### config.mk
export PLATFORM = sky130hd
export DESIGN_NAME = unicore_mem_fabric
export DESIGN_NICKNAME = d
export VERILOG_FILES = /design/src/hw/mem_map_pkg.sv /design/src/hw/mem_msg_pkg.sv /design/src/hw/mem_link_if.sv /design/src/hw/cfg_regs.sv /design/src/hw/clint_slice.sv /design/src/hw/cmd_router.sv /design/src/hw/resp_router.sv /design/src/hw/two_fifo.sv /design/src/hw/unicore_mem_fabric.sv
export SDC_FILE = /design/constraint.sdc
export NUM_CORES = 2
export LEC_CHECK = 0
export ABC_AREA = 0
export BUFFER_PORTS_ARGS = -buffer_cell sky130_fd_sc_hd__buf_2
export CORE_AREA = 4 4 308 538
export CTS_BUF_LIST = sky130_fd_sc_hd__clkbuf_8
export DETAILED_ROUTE_END_ITERATION = 8
export DIE_AREA = 0 0 312 542
export GPL_TIMING_DRIVEN = 0
export PLACE_DENSITY = 0.7
export SETUP_SLACK_MARGIN = 0.05
export SYNTH_ARGS = -nofsm -noshare
export SYNTH_HDL_FRONTEND = slang
export SYNTH_HIERARCHICAL = 1
export SYNTH_SLANG_ARGS = --single-unit
### constraint.sdc
create_clock -name clk_i -period 9.4 [get_ports clk_i]
set_clock_uncertainty 0.1 [all_clocks]
set_input_delay 0.94 -clock clk_i [delete_from_list [all_inputs] [get_ports clk_i]]
set_output_delay 0.94 -clock clk_i [all_outputs]
set_load 0.01 [all_outputs]
### src/hw/mem_map_pkg.sv
package mem_map_pkg;

  // Everything below this is local space
  localparam logic [31:0] dram_base_addr = 32'h8000_0000;

  localparam int dev_lsb   = 20;
  localparam int dev_width = 4;

  localparam logic [dev_width-1:0] dev_boot  = 4'd0;
  localparam logic [dev_width-1:0] dev_host  = 4'd1;
  localparam logic [dev_width-1:0] dev_cfg   = 4'd2;
  localparam logic [dev_width-1:0] dev_clint = 4'd3;

  // Offsets cover the address bits below the device field
  localparam logic [dev_lsb-1:0] clint_msip_offset     = 20'h0_0000;
  localparam logic [dev_lsb-1:0] clint_mtimecmp_offset = 20'h0_4000;
  localparam logic [dev_lsb-1:0] clint_mtime_offset    = 20'h0_bff8;

  localparam logic [dev_lsb-1:0] cfg_freeze_offset  = 20'h0_0000;
  localparam logic [dev_lsb-1:0] cfg_core_id_offset = 20'h0_0008;
  localparam logic [dev_lsb-1:0] cfg_scratch_offset = 20'h0_0010;

endpackage

### src/hw/mem_msg_pkg.sv
package mem_msg_pkg;

  localparam int paddr_width = 32;
  localparam int data_width  = 64;
  localparam int num_src     = 3;

  // Requester index: 0 fetch, 1 data, 2 incoming I/O
  typedef logic [1:0] src_id_t;

  typedef enum logic
  {
    load  = 1'b0,
    store = 1'b1
  } mem_op_e;

  typedef struct packed
  {
    mem_op_e                op;
    logic [paddr_width-1:0] addr;
    logic [data_width-1:0]  data;
    src_id_t                src_id;
  } mem_cmd_s;

  // Load data in data, zero for stores
  typedef struct packed
  {
    mem_op_e                op;
    logic [paddr_width-1:0] addr;
    logic [data_width-1:0]  data;
    src_id_t                src_id;
  } mem_resp_s;

endpackage

### src/hw/mem_link_if.sv
`timescale 1ns/1ps

interface mem_link_if;

  import mem_msg_pkg::*;

  mem_cmd_s  cmd;
  logic      cmd_v;
  logic      cmd_ready;

  mem_resp_s resp;
  logic      resp_v;
  logic      resp_ready;

  // Command side of the command router
  modport dispatch (output cmd, output cmd_v, input cmd_ready);

  // Response side of the response router
  modport collect (input resp, input resp_v, output resp_ready);

  modport device
  (  input  cmd
   , input  cmd_v
   , output cmd_ready
   , output resp
   , output resp_v
   , input  resp_ready
   );

endinterface

### src/hw/cfg_regs.sv
`timescale 1ns/1ps

module cfg_regs
  (  input               clk_i
   , input               reset_i

   , mem_link_if.device  link

   , output logic        freeze_o
   );

  import mem_msg_pkg::*;
  import mem_map_pkg::*;

  logic                  freeze_r;
  logic [data_width-1:0] core_id_r;
  logic [data_width-1:0] scratch_r;
  mem_resp_s             resp_r;
  logic                  resp_v_r;
  logic                  cmd_fire;
  logic                  resp_fire;
  logic                  is_store;
  logic                  hit_dev;
  logic [dev_lsb-1:0]    offset;
  logic [data_width-1:0] rdata;

  assign link.cmd_ready = ~resp_v_r;
  assign cmd_fire       = link.cmd_v & link.cmd_ready;
  assign resp_fire      = link.resp_v & link.resp_ready;
  assign is_store       = (link.cmd.op == store);
  assign offset         = link.cmd.addr[dev_lsb-1:0];
  // Anything else routed here is unclaimed space
  assign hit_dev        = (link.cmd.addr[dev_lsb+:dev_width] == dev_cfg);

  always_comb
  begin
    rdata = '0;
    if (hit_dev)
    begin
      case (offset)
        cfg_freeze_offset:  rdata = data_width'(freeze_r);
        cfg_core_id_offset: rdata = core_id_r;
        cfg_scratch_offset: rdata = scratch_r;
        default:            rdata = '0;
      endcase
    end
  end

  always_ff @(posedge clk_i)
  begin
    if (reset_i)
    begin
      freeze_r  <= 1'b1;
      core_id_r <= '0;
      scratch_r <= '0;
      resp_v_r  <= 1'b0;
    end
    else
    begin
      if (cmd_fire & is_store & hit_dev)
      begin
        case (offset)
          cfg_freeze_offset:  freeze_r  <= link.cmd.data[0];
          cfg_core_id_offset: core_id_r <= link.cmd.data;
          cfg_scratch_offset: scratch_r <= link.cmd.data;
          default:            ;
        endcase
      end
      if (cmd_fire)
        resp_v_r <= 1'b1;
      else if (resp_fire)
        resp_v_r <= 1'b0;
    end
  end

  always_ff @(posedge clk_i)
  begin
    if (cmd_fire)
    begin
      resp_r.op     <= link.cmd.op;
      resp_r.addr   <= link.cmd.addr;
      resp_r.data   <= is_store ? '0 : rdata;
      resp_r.src_id <= link.cmd.src_id;
    end
  end

  assign link.resp   = resp_r;
  assign link.resp_v = resp_v_r;
  assign freeze_o    = freeze_r;

endmodule

### src/hw/clint_slice.sv
`timescale 1ns/1ps

module clint_slice
  (  input               clk_i
   , input               reset_i

   , mem_link_if.device  link

   , output logic        timer_irq_o
   , output logic        software_irq_o
   );

  import mem_msg_pkg::*;
  import mem_map_pkg::*;

  logic [data_width-1:0] mtime_r;
  logic [data_width-1:0] mtimecmp_r;
  logic                  msip_r;
  mem_resp_s             resp_r;
  logic                  resp_v_r;
  logic                  cmd_fire;
  logic                  resp_fire;
  logic                  is_store;
  logic [dev_lsb-1:0]    offset;
  logic [data_width-1:0] rdata;

  // One command in flight at a time
  assign link.cmd_ready = ~resp_v_r;
  assign cmd_fire       = link.cmd_v & link.cmd_ready;
  assign resp_fire      = link.resp_v & link.resp_ready;
  assign offset         = link.cmd.addr[dev_lsb-1:0];
  assign is_store       = (link.cmd.op == store);

  always_comb
  begin
    case (offset)
      clint_msip_offset:     rdata = data_width'(msip_r);
      clint_mtimecmp_offset: rdata = mtimecmp_r;
      clint_mtime_offset:    rdata = mtime_r;
      default:               rdata = '0;
    endcase
  end

  always_ff @(posedge clk_i)
  begin
    if (reset_i)
    begin
      mtime_r    <= '0;
      mtimecmp_r <= '1;
      msip_r     <= 1'b0;
    end
    else
    begin
      mtime_r <= mtime_r + 1'b1;
      // A store to mtime overrides the increment
      if (cmd_fire & is_store)
      begin
        case (offset)
          clint_msip_offset:     msip_r     <= link.cmd.data[0];
          clint_mtimecmp_offset: mtimecmp_r <= link.cmd.data;
          clint_mtime_offset:    mtime_r    <= link.cmd.data;
          default:               ;
        endcase
      end
    end
  end

  always_ff @(posedge clk_i)
  begin
    if (reset_i)
      resp_v_r <= 1'b0;
    else if (cmd_fire)
      resp_v_r <= 1'b1;
    else if (resp_fire)
      resp_v_r <= 1'b0;
  end

  always_ff @(posedge clk_i)
  begin
    if (cmd_fire)
    begin
      resp_r.op     <= link.cmd.op;
      resp_r.addr   <= link.cmd.addr;
      resp_r.data   <= is_store ? '0 : rdata;
      resp_r.src_id <= link.cmd.src_id;
    end
  end

  assign link.resp   = resp_r;
  assign link.resp_v = resp_v_r;

  assign timer_irq_o    = (mtime_r >= mtimecmp_r);
  assign software_irq_o = msip_r;

endmodule

### src/hw/cmd_router.sv
`timescale 1ns/1ps

module cmd_router
  (  input mem_msg_pkg::mem_cmd_s             src_cmd_i [mem_msg_pkg::num_src]
   , input        [mem_msg_pkg::num_src-1:0]  src_cmd_v_i
   , output logic [mem_msg_pkg::num_src-1:0]  src_cmd_yumi_o

   , mem_link_if.dispatch                     cfg_link
   , mem_link_if.dispatch                     clint_link
   , mem_link_if.dispatch                     io_link
   , mem_link_if.dispatch                     dram_link
   );

  import mem_msg_pkg::*;
  import mem_map_pkg::*;

  logic                 all_ready;
  mem_cmd_s             sel_cmd;
  logic                 sel_v;
  logic                 is_local;
  logic [dev_width-1:0] dev;
  logic                 to_dram;
  logic                 to_io;
  logic                 to_clint;
  logic                 to_cfg;

  // One stalled destination holds every source
  assign all_ready = cfg_link.cmd_ready & clint_link.cmd_ready
                   & io_link.cmd_ready & dram_link.cmd_ready;

  // Higher source index wins
  always_comb
  begin
    src_cmd_yumi_o = '0;
    sel_cmd        = src_cmd_i[0];
    for (int i = 0; i < num_src; i++)
    begin
      if (src_cmd_v_i[i])
      begin
        src_cmd_yumi_o    = '0;
        src_cmd_yumi_o[i] = all_ready;
        sel_cmd           = src_cmd_i[i];
      end
    end
  end

  assign sel_v = |src_cmd_yumi_o;

  assign is_local = (sel_cmd.addr < dram_base_addr);
  assign dev      = sel_cmd.addr[dev_lsb+:dev_width];
  assign to_dram  = ~is_local;
  assign to_io    = is_local & ((dev == dev_boot) | (dev == dev_host));
  assign to_clint = is_local & (dev == dev_clint);
  // Unclaimed local space lands in the config block
  assign to_cfg   = is_local & ~to_io & ~to_clint;

  assign cfg_link.cmd   = sel_cmd;
  assign clint_link.cmd = sel_cmd;
  assign io_link.cmd    = sel_cmd;
  assign dram_link.cmd  = sel_cmd;

  assign cfg_link.cmd_v   = sel_v & to_cfg;
  assign clint_link.cmd_v = sel_v & to_clint;
  assign io_link.cmd_v    = sel_v & to_io;
  assign dram_link.cmd_v  = sel_v & to_dram;

endmodule

### src/hw/resp_router.sv
`timescale 1ns/1ps

module resp_router
  (  mem_link_if.collect                      cfg_link
   , mem_link_if.collect                      clint_link
   , mem_link_if.collect                      io_link
   , mem_link_if.collect                      dram_link

   , output mem_msg_pkg::mem_resp_s           dst_resp_o
   , output logic [mem_msg_pkg::num_src-1:0]  dst_resp_v_o
   , input        [mem_msg_pkg::num_src-1:0]  dst_ready_i
   );

  import mem_msg_pkg::*;

  logic all_ready;
  logic grant_v;

  // Only move a response when every return FIFO has room
  assign all_ready = &dst_ready_i;

  always_comb
  begin
    dram_link.resp_ready  = 1'b0;
    io_link.resp_ready    = 1'b0;
    clint_link.resp_ready = 1'b0;
    cfg_link.resp_ready   = 1'b0;
    dst_resp_o            = cfg_link.resp;
    grant_v               = 1'b0;
    if (dram_link.resp_v)
    begin
      dram_link.resp_ready = all_ready;
      dst_resp_o           = dram_link.resp;
      grant_v              = 1'b1;
    end
    else if (io_link.resp_v)
    begin
      io_link.resp_ready = all_ready;
      dst_resp_o         = io_link.resp;
      grant_v            = 1'b1;
    end
    else if (clint_link.resp_v)
    begin
      clint_link.resp_ready = all_ready;
      dst_resp_o            = clint_link.resp;
      grant_v               = 1'b1;
    end
    else if (cfg_link.resp_v)
    begin
      cfg_link.resp_ready = all_ready;
      dst_resp_o          = cfg_link.resp;
      grant_v             = 1'b1;
    end
  end

  for (genvar i = 0; i < num_src; i++)
  begin : ret
    assign dst_resp_v_o[i] = grant_v & all_ready & (dst_resp_o.src_id == src_id_t'(i));
  end

endmodule

### src/hw/two_fifo.sv
`timescale 1ns/1ps

module two_fifo
  #(parameter type payload_t = logic)
  (  input                  clk_i
   , input                  reset_i

   , input  payload_t       data_i
   , input                  v_i
   , output logic           ready_o

   , output payload_t       data_o
   , output logic           v_o
   , input                  yumi_i
   );

  payload_t   mem_r [2];
  logic       rptr_r;
  logic       wptr_r;
  logic [1:0] count_r;
  logic       enq;
  logic       deq;

  assign ready_o = (count_r != 2'd2);
  assign v_o     = (count_r != 2'd0);
  assign data_o  = mem_r[rptr_r];

  assign enq = v_i & ready_o;
  assign deq = yumi_i & v_o;

  always_ff @(posedge clk_i)
  begin
    if (reset_i)
    begin
      rptr_r  <= 1'b0;
      wptr_r  <= 1'b0;
      count_r <= 2'd0;
    end
    else
    begin
      if (enq)
        wptr_r <= ~wptr_r;
      if (deq)
        rptr_r <= ~rptr_r;
      count_r <= count_r + 2'(enq) - 2'(deq);
    end
  end

  always_ff @(posedge clk_i)
  begin
    if (enq)
      mem_r[wptr_r] <= data_i;
  end

endmodule

### src/hw/unicore_mem_fabric.sv
`timescale 1ns/1ps

module unicore_mem_fabric
  (  input                                clk_i
   , input                                reset_i

   // Instruction fetch, source 0
   , input  mem_msg_pkg::mem_cmd_s        fetch_cmd_i
   , input                                fetch_cmd_v_i
   , output logic                         fetch_cmd_ready_o
   , output mem_msg_pkg::mem_resp_s       fetch_resp_o
   , output logic                         fetch_resp_v_o
   , input                                fetch_resp_ready_i

   // Data access, source 1
   , input  mem_msg_pkg::mem_cmd_s        data_cmd_i
   , input                                data_cmd_v_i
   , output logic                         data_cmd_ready_o
   , output mem_msg_pkg::mem_resp_s       data_resp_o
   , output logic                         data_resp_v_o
   , input                                data_resp_ready_i

   // Incoming I/O, source 2
   , input  mem_msg_pkg::mem_cmd_s        io_in_cmd_i
   , input                                io_in_cmd_v_i
   , output logic                         io_in_cmd_ready_o
   , output mem_msg_pkg::mem_resp_s       io_in_resp_o
   , output logic                         io_in_resp_v_o
   , input                                io_in_resp_ready_i

   // Outgoing I/O
   , output mem_msg_pkg::mem_cmd_s        io_out_cmd_o
   , output logic                         io_out_cmd_v_o
   , input                                io_out_cmd_ready_i
   , input  mem_msg_pkg::mem_resp_s       io_out_resp_i
   , input                                io_out_resp_v_i
   , output logic                         io_out_resp_ready_o

   , output mem_msg_pkg::mem_cmd_s        dram_cmd_o
   , output logic                         dram_cmd_v_o
   , input                                dram_cmd_ready_i
   , input  mem_msg_pkg::mem_resp_s       dram_resp_i
   , input                                dram_resp_v_i
   , output logic                         dram_resp_ready_o

   , output logic                         timer_irq_o
   , output logic                         software_irq_o
   , output logic                         freeze_o
   );

  import mem_msg_pkg::*;

  mem_cmd_s           src_cmd [num_src];
  logic [num_src-1:0] src_cmd_v;
  logic [num_src-1:0] src_cmd_ready;
  mem_resp_s          src_resp [num_src];
  logic [num_src-1:0] src_resp_v;
  logic [num_src-1:0] src_resp_ready;

  mem_cmd_s           cmd_fifo_data [num_src];
  logic [num_src-1:0] cmd_fifo_v;
  logic [num_src-1:0] cmd_fifo_yumi;
  mem_resp_s          ret_resp;
  logic [num_src-1:0] ret_resp_v;
  logic [num_src-1:0] resp_fifo_ready;

  assign src_cmd[0] = fetch_cmd_i;
  assign src_cmd[1] = data_cmd_i;
  assign src_cmd[2] = io_in_cmd_i;
  assign src_cmd_v  = {io_in_cmd_v_i, data_cmd_v_i, fetch_cmd_v_i};
  assign {io_in_cmd_ready_o, data_cmd_ready_o, fetch_cmd_ready_o} = src_cmd_ready;

  assign fetch_resp_o   = src_resp[0];
  assign data_resp_o    = src_resp[1];
  assign io_in_resp_o   = src_resp[2];
  assign {io_in_resp_v_o, data_resp_v_o, fetch_resp_v_o} = src_resp_v;
  assign src_resp_ready = {io_in_resp_ready_i, data_resp_ready_i, fetch_resp_ready_i};

  for (genvar i = 0; i < num_src; i++)
  begin : src
    two_fifo #(.payload_t(mem_cmd_s)) cmd_fifo
      (.clk_i(clk_i)
       ,.reset_i(reset_i)
       ,.data_i(src_cmd[i])
       ,.v_i(src_cmd_v[i])
       ,.ready_o(src_cmd_ready[i])
       ,.data_o(cmd_fifo_data[i])
       ,.v_o(cmd_fifo_v[i])
       ,.yumi_i(cmd_fifo_yumi[i])
       );

    two_fifo #(.payload_t(mem_resp_s)) resp_fifo
      (.clk_i(clk_i)
       ,.reset_i(reset_i)
       ,.data_i(ret_resp)
       ,.v_i(ret_resp_v[i])
       ,.ready_o(resp_fifo_ready[i])
       ,.data_o(src_resp[i])
       ,.v_o(src_resp_v[i])
       ,.yumi_i(src_resp_v[i] & src_resp_ready[i])
       );
  end

  mem_link_if cfg_link ();
  mem_link_if clint_link ();
  mem_link_if io_link ();
  mem_link_if dram_link ();

  cmd_router cmd_rtr
    (.src_cmd_i(cmd_fifo_data)
     ,.src_cmd_v_i(cmd_fifo_v)
     ,.src_cmd_yumi_o(cmd_fifo_yumi)
     ,.cfg_link(cfg_link.dispatch)
     ,.clint_link(clint_link.dispatch)
     ,.io_link(io_link.dispatch)
     ,.dram_link(dram_link.dispatch)
     );

  resp_router resp_rtr
    (.cfg_link(cfg_link.collect)
     ,.clint_link(clint_link.collect)
     ,.io_link(io_link.collect)
     ,.dram_link(dram_link.collect)
     ,.dst_resp_o(ret_resp)
     ,.dst_resp_v_o(ret_resp_v)
     ,.dst_ready_i(resp_fifo_ready)
     );

  clint_slice clint
    (.clk_i(clk_i)
     ,.reset_i(reset_i)
     ,.link(clint_link.device)
     ,.timer_irq_o(timer_irq_o)
     ,.software_irq_o(software_irq_o)
     );

  cfg_regs cfg
    (.clk_i(clk_i)
     ,.reset_i(reset_i)
     ,.link(cfg_link.device)
     ,.freeze_o(freeze_o)
     );

  // External destinations face the top-level ports directly
  assign io_out_cmd_o        = io_link.cmd;
  assign io_out_cmd_v_o      = io_link.cmd_v;
  assign io_link.cmd_ready   = io_out_cmd_ready_i;
  assign io_link.resp        = io_out_resp_i;
  assign io_link.resp_v      = io_out_resp_v_i;
  assign io_out_resp_ready_o = io_link.resp_ready;

  assign dram_cmd_o          = dram_link.cmd;
  assign dram_cmd_v_o        = dram_link.cmd_v;
  assign dram_link.cmd_ready = dram_cmd_ready_i;
  assign dram_link.resp      = dram_resp_i;
  assign dram_link.resp_v    = dram_resp_v_i;
  assign dram_resp_ready_o   = dram_link.resp_ready;

endmodule

==> flow_summary.toml <==
[flow_run]
cap_violations = 1

[global_routing]
grt_pass1_vias = 49400
grt_use_total_pct = 25.3
grt_pass1_wl_um = 317000
antenna_found_initial = 42
gr-total-overflow = 0
grt_max_degree = 56

[place]
hpwl_um = 169000
place.port_buffers = 1012
dpl_worst_slack_ns = 3.03
gp_congestion = 0.908

[worst_hold_path]
hold_path.class = "in -> reg"
hp-start = "data_cmd_i[35]"

[yosys]
synthTopCellsByArea = "edfxtp_1 58%, mux2_2 10%, dfxtp_1 8.0%, buf_4 3.2%, mux2i_1 2.7%"
avgSynthCellArea_um2 = 14.2
synth_top_area_cell = "edfxtp_1"
ys.flop_type = "edfxtp_1"
ys_types = 66
synth.most_common_cell = "edfxtp_1"
ys_seq_elements = 1676
yosysTopAreaCellShare_pct = 57.6
synthesis.area_um2 = 72300
postSynthCellCount = 5072
synth_edf_count = 1386
yosysWarnings = 6
syn-num-nets = 5656
ys_seq_area_share_pct = 65.6
synthTopCellsByCount = "1386 x edfxtp_1, 640 x mux2_2, 320 x o21ai_1, 305 x buf_4, 301 x nor2_1"
synth-async-reset-ratio_pct = 0

[detailed_routing]
drtIter0Drc = 2853
wl_met3_um = 14000
route.detailed.drc = 0
ant_nets = 0
routed.top_layer = "met5"
met2WireLength_um = 116000
dr_total_vias = 47000
wl_met1_um = 79900
drt_wl_total_um = 222000
via_per_inst = 5.39
dr.pass1.iters = 5
wire_per_inst_um = 25.4

[sta]
grt_setup_unrepaired = "no"
relSlewSlack_pct = 1.55
max_freq_mhz = 161
tightest_slew_ns = 1.46
setup_viol = 0
hold_viol = 0
period_needed_ns = 6.22
maxSlewViolCount = 0
timing.final.crit_share_pct = 66.2
worst_hold_slack_ns = 0.109
setup_ws_ns = 3.18
setup-tns-final_ns = 0

[cts]
clkTransAtPathRegs_ns = 0.07
postCtsSetupRepairBufs = 0
worstSkewPairLatency_ns = 0.95
cts_max_level = 4
numCtsBuffers = 238
cts_buffer_depth = 4
cts.repair.resized = 0
clkSinkCount = 1676
cts-root-buf = "clkbuf_8"
hold_buffers = 86
cts_tree = "yes"

[floorplanning]
die_x_um = 312
io_pins = 1015
rows = 195
start_util_pct = 44.9
die_y_um = 542
core_um2 = 161000
die-area_um2 = 169000

[pwr]
finalPower_mw = 19.9
leakage_nw = 32.1
ir_worst_vdd_uv = 197
p_per_area_nw_per_um2 = 230

[status]
failed_checks = "capacitance limit"
outcome = "finished with violations"

[finish]
area_growth_pct = 19.5
drive_gt1_share_pct = 38.8
nets = 7029
utilization_pct = 53.6

[setup_path]
r2r-start = "src[2].cmd_fifo/count_r[1]$_SDFF_PP0_"
worstPathMaxFanout = 10
crit_family = "simple AND/OR/NAND/NOR gates"
crit_top_cell = "clkbuf_1"
critical_path_class = "reg -> reg"
crit_start = "src[2].cmd_fifo/count_r[1]$_SDFF_PP0_"
cp_num_buf_inv = 4
crit_required_ns = 10.15
start_kind = "register"
max_stage_delay_ns = 0.95
crit_path_end_kind = "register"
slowest_stage = "nor4b_1"
arrival_ns = 6.98
path_cells = "or2_2, buf_2, clkbuf_1, o21ai_1, buf_4, nor4_1, nand2_1, nor4b_1, nand3_1, nor2_1, clkbuf_1, a22o_1"
cells in the final DEF, fill, tap and decap left out, drive strengths merged, types with 158 or more instances in the layout:
cell,n
clkbuf,366
nand2,239
nand3,158
dfxtp,290
mux2i,200
edfxtp,1386
nor2,301
mux2,702
buf,1529
inv,168
o21ai,330
worst reg2reg max path, cell delays in order (launching register included):
cell      delay, ns
dfxtp_1        0.40
or2_2          0.21
buf_2          0.42
clkbuf_1       0.67
o21ai_1        0.55
buf_4          0.31
nor4_1         0.48
nand2_1        0.26
nor4b_1        0.95
nand3_1        0.39
nor2_1         0.62
clkbuf_1       0.55
a22o_1         0.25
logic make-up (layout without fill, tap and decap cells):
logic type,count (synthesis),in the layout,synth area share (%)
simple gates,874,874,5.66
xor+xnor,79,79,0.957
fa+ha+maj,77,77,1.33
flops,1676,1676,65.6
compound gates,776,776,6.55
mux,902,902,14.1
other cells,0,26,0
buf+inv,688,2254,5.82
per-layer routing:
| metal | vias up | GRT usage (%) |
|---|---|---|
| met1 | 23100 | 27.8 |
| met2 | 1951 | 47.0 |
| li1 | 21500 | - |
| met3 | 507 | 4.56 |
| met4 | 30 | 12.4 |
| met5 | - | 0 |
state kept, by name (all words and copies together), names as in the netlist, 3 cells and up, named ones only:
register and cells:
cfg/scratch_r 64, src.cmd_fifo/rptr_r 3, clint/mtimecmp_r 64, clint/link.resp 99, cfg/core_id_r 64, src.cmd_fifo/wptr_r 3
src.resp_fifo/mem_r 594, src.resp_fifo/rptr_r 3, clint/mtime_r 64, cfg/link.resp 99, src.cmd_fifo/mem_r 594, src.resp_fifo/count_r 6
src.cmd_fifo/count_r 6, src.resp_fifo/wptr_r 3
where the power goes:
part	total (mW)	leakage (nW)	switching, mW	internal (mW)
registers	8.96	15.0	0.145	8.82
clock network	5.67	2.68	2.76	2.91
logic	5.25	14.4	3.08	2.17
path summary, 6_finish.rpt:
| kind | end | cells after the start | slack (ns) |
|---|---|---|---|
| setup / recovery | clint/mtime_r[54]$_SDFF_PP0_ | 12 | 3.18 |
| hold / removal | src[1].cmd_fifo/mem_r[0][35]$_DFFE_PP_ | 1 | 0.11 |
| setup reg to reg | clint/mtime_r[54]$_SDFF_PP0_ | 12 | 3.18 |
| hold reg to reg | cfg/scratch_r[46]$_SDFFE_PP0P_ | 2 | 0.38 |
through the flow:
| stage | instance area [um^2] | std cells |
|---|---|---|
| 2_1_floorplan | 72300 | 5072 |
| 3_3_place_gp | 79900 | 8152 |
| 3_5_place_dp | 80800 | 8187 |
| 4_1_cts | 86300 | 8706 |
| 5_1_grt | 86400 | 8727 |
| 6_report | 86400 | 8732 |
final cells by class:
type                       count  area (um^2)
clock inverter               182         1210
inverter                      89          334
timing repair buffer        1133         6700
multi-input combinational   2708        20700
clock buffer                 251         3450
antenna                       26         65.1
fill                       13500        74600
buffer                       599         3870
tap                         2068         2590
sequential                  1676        47400
No activity file was read; power rests on OpenSTA's default activity.
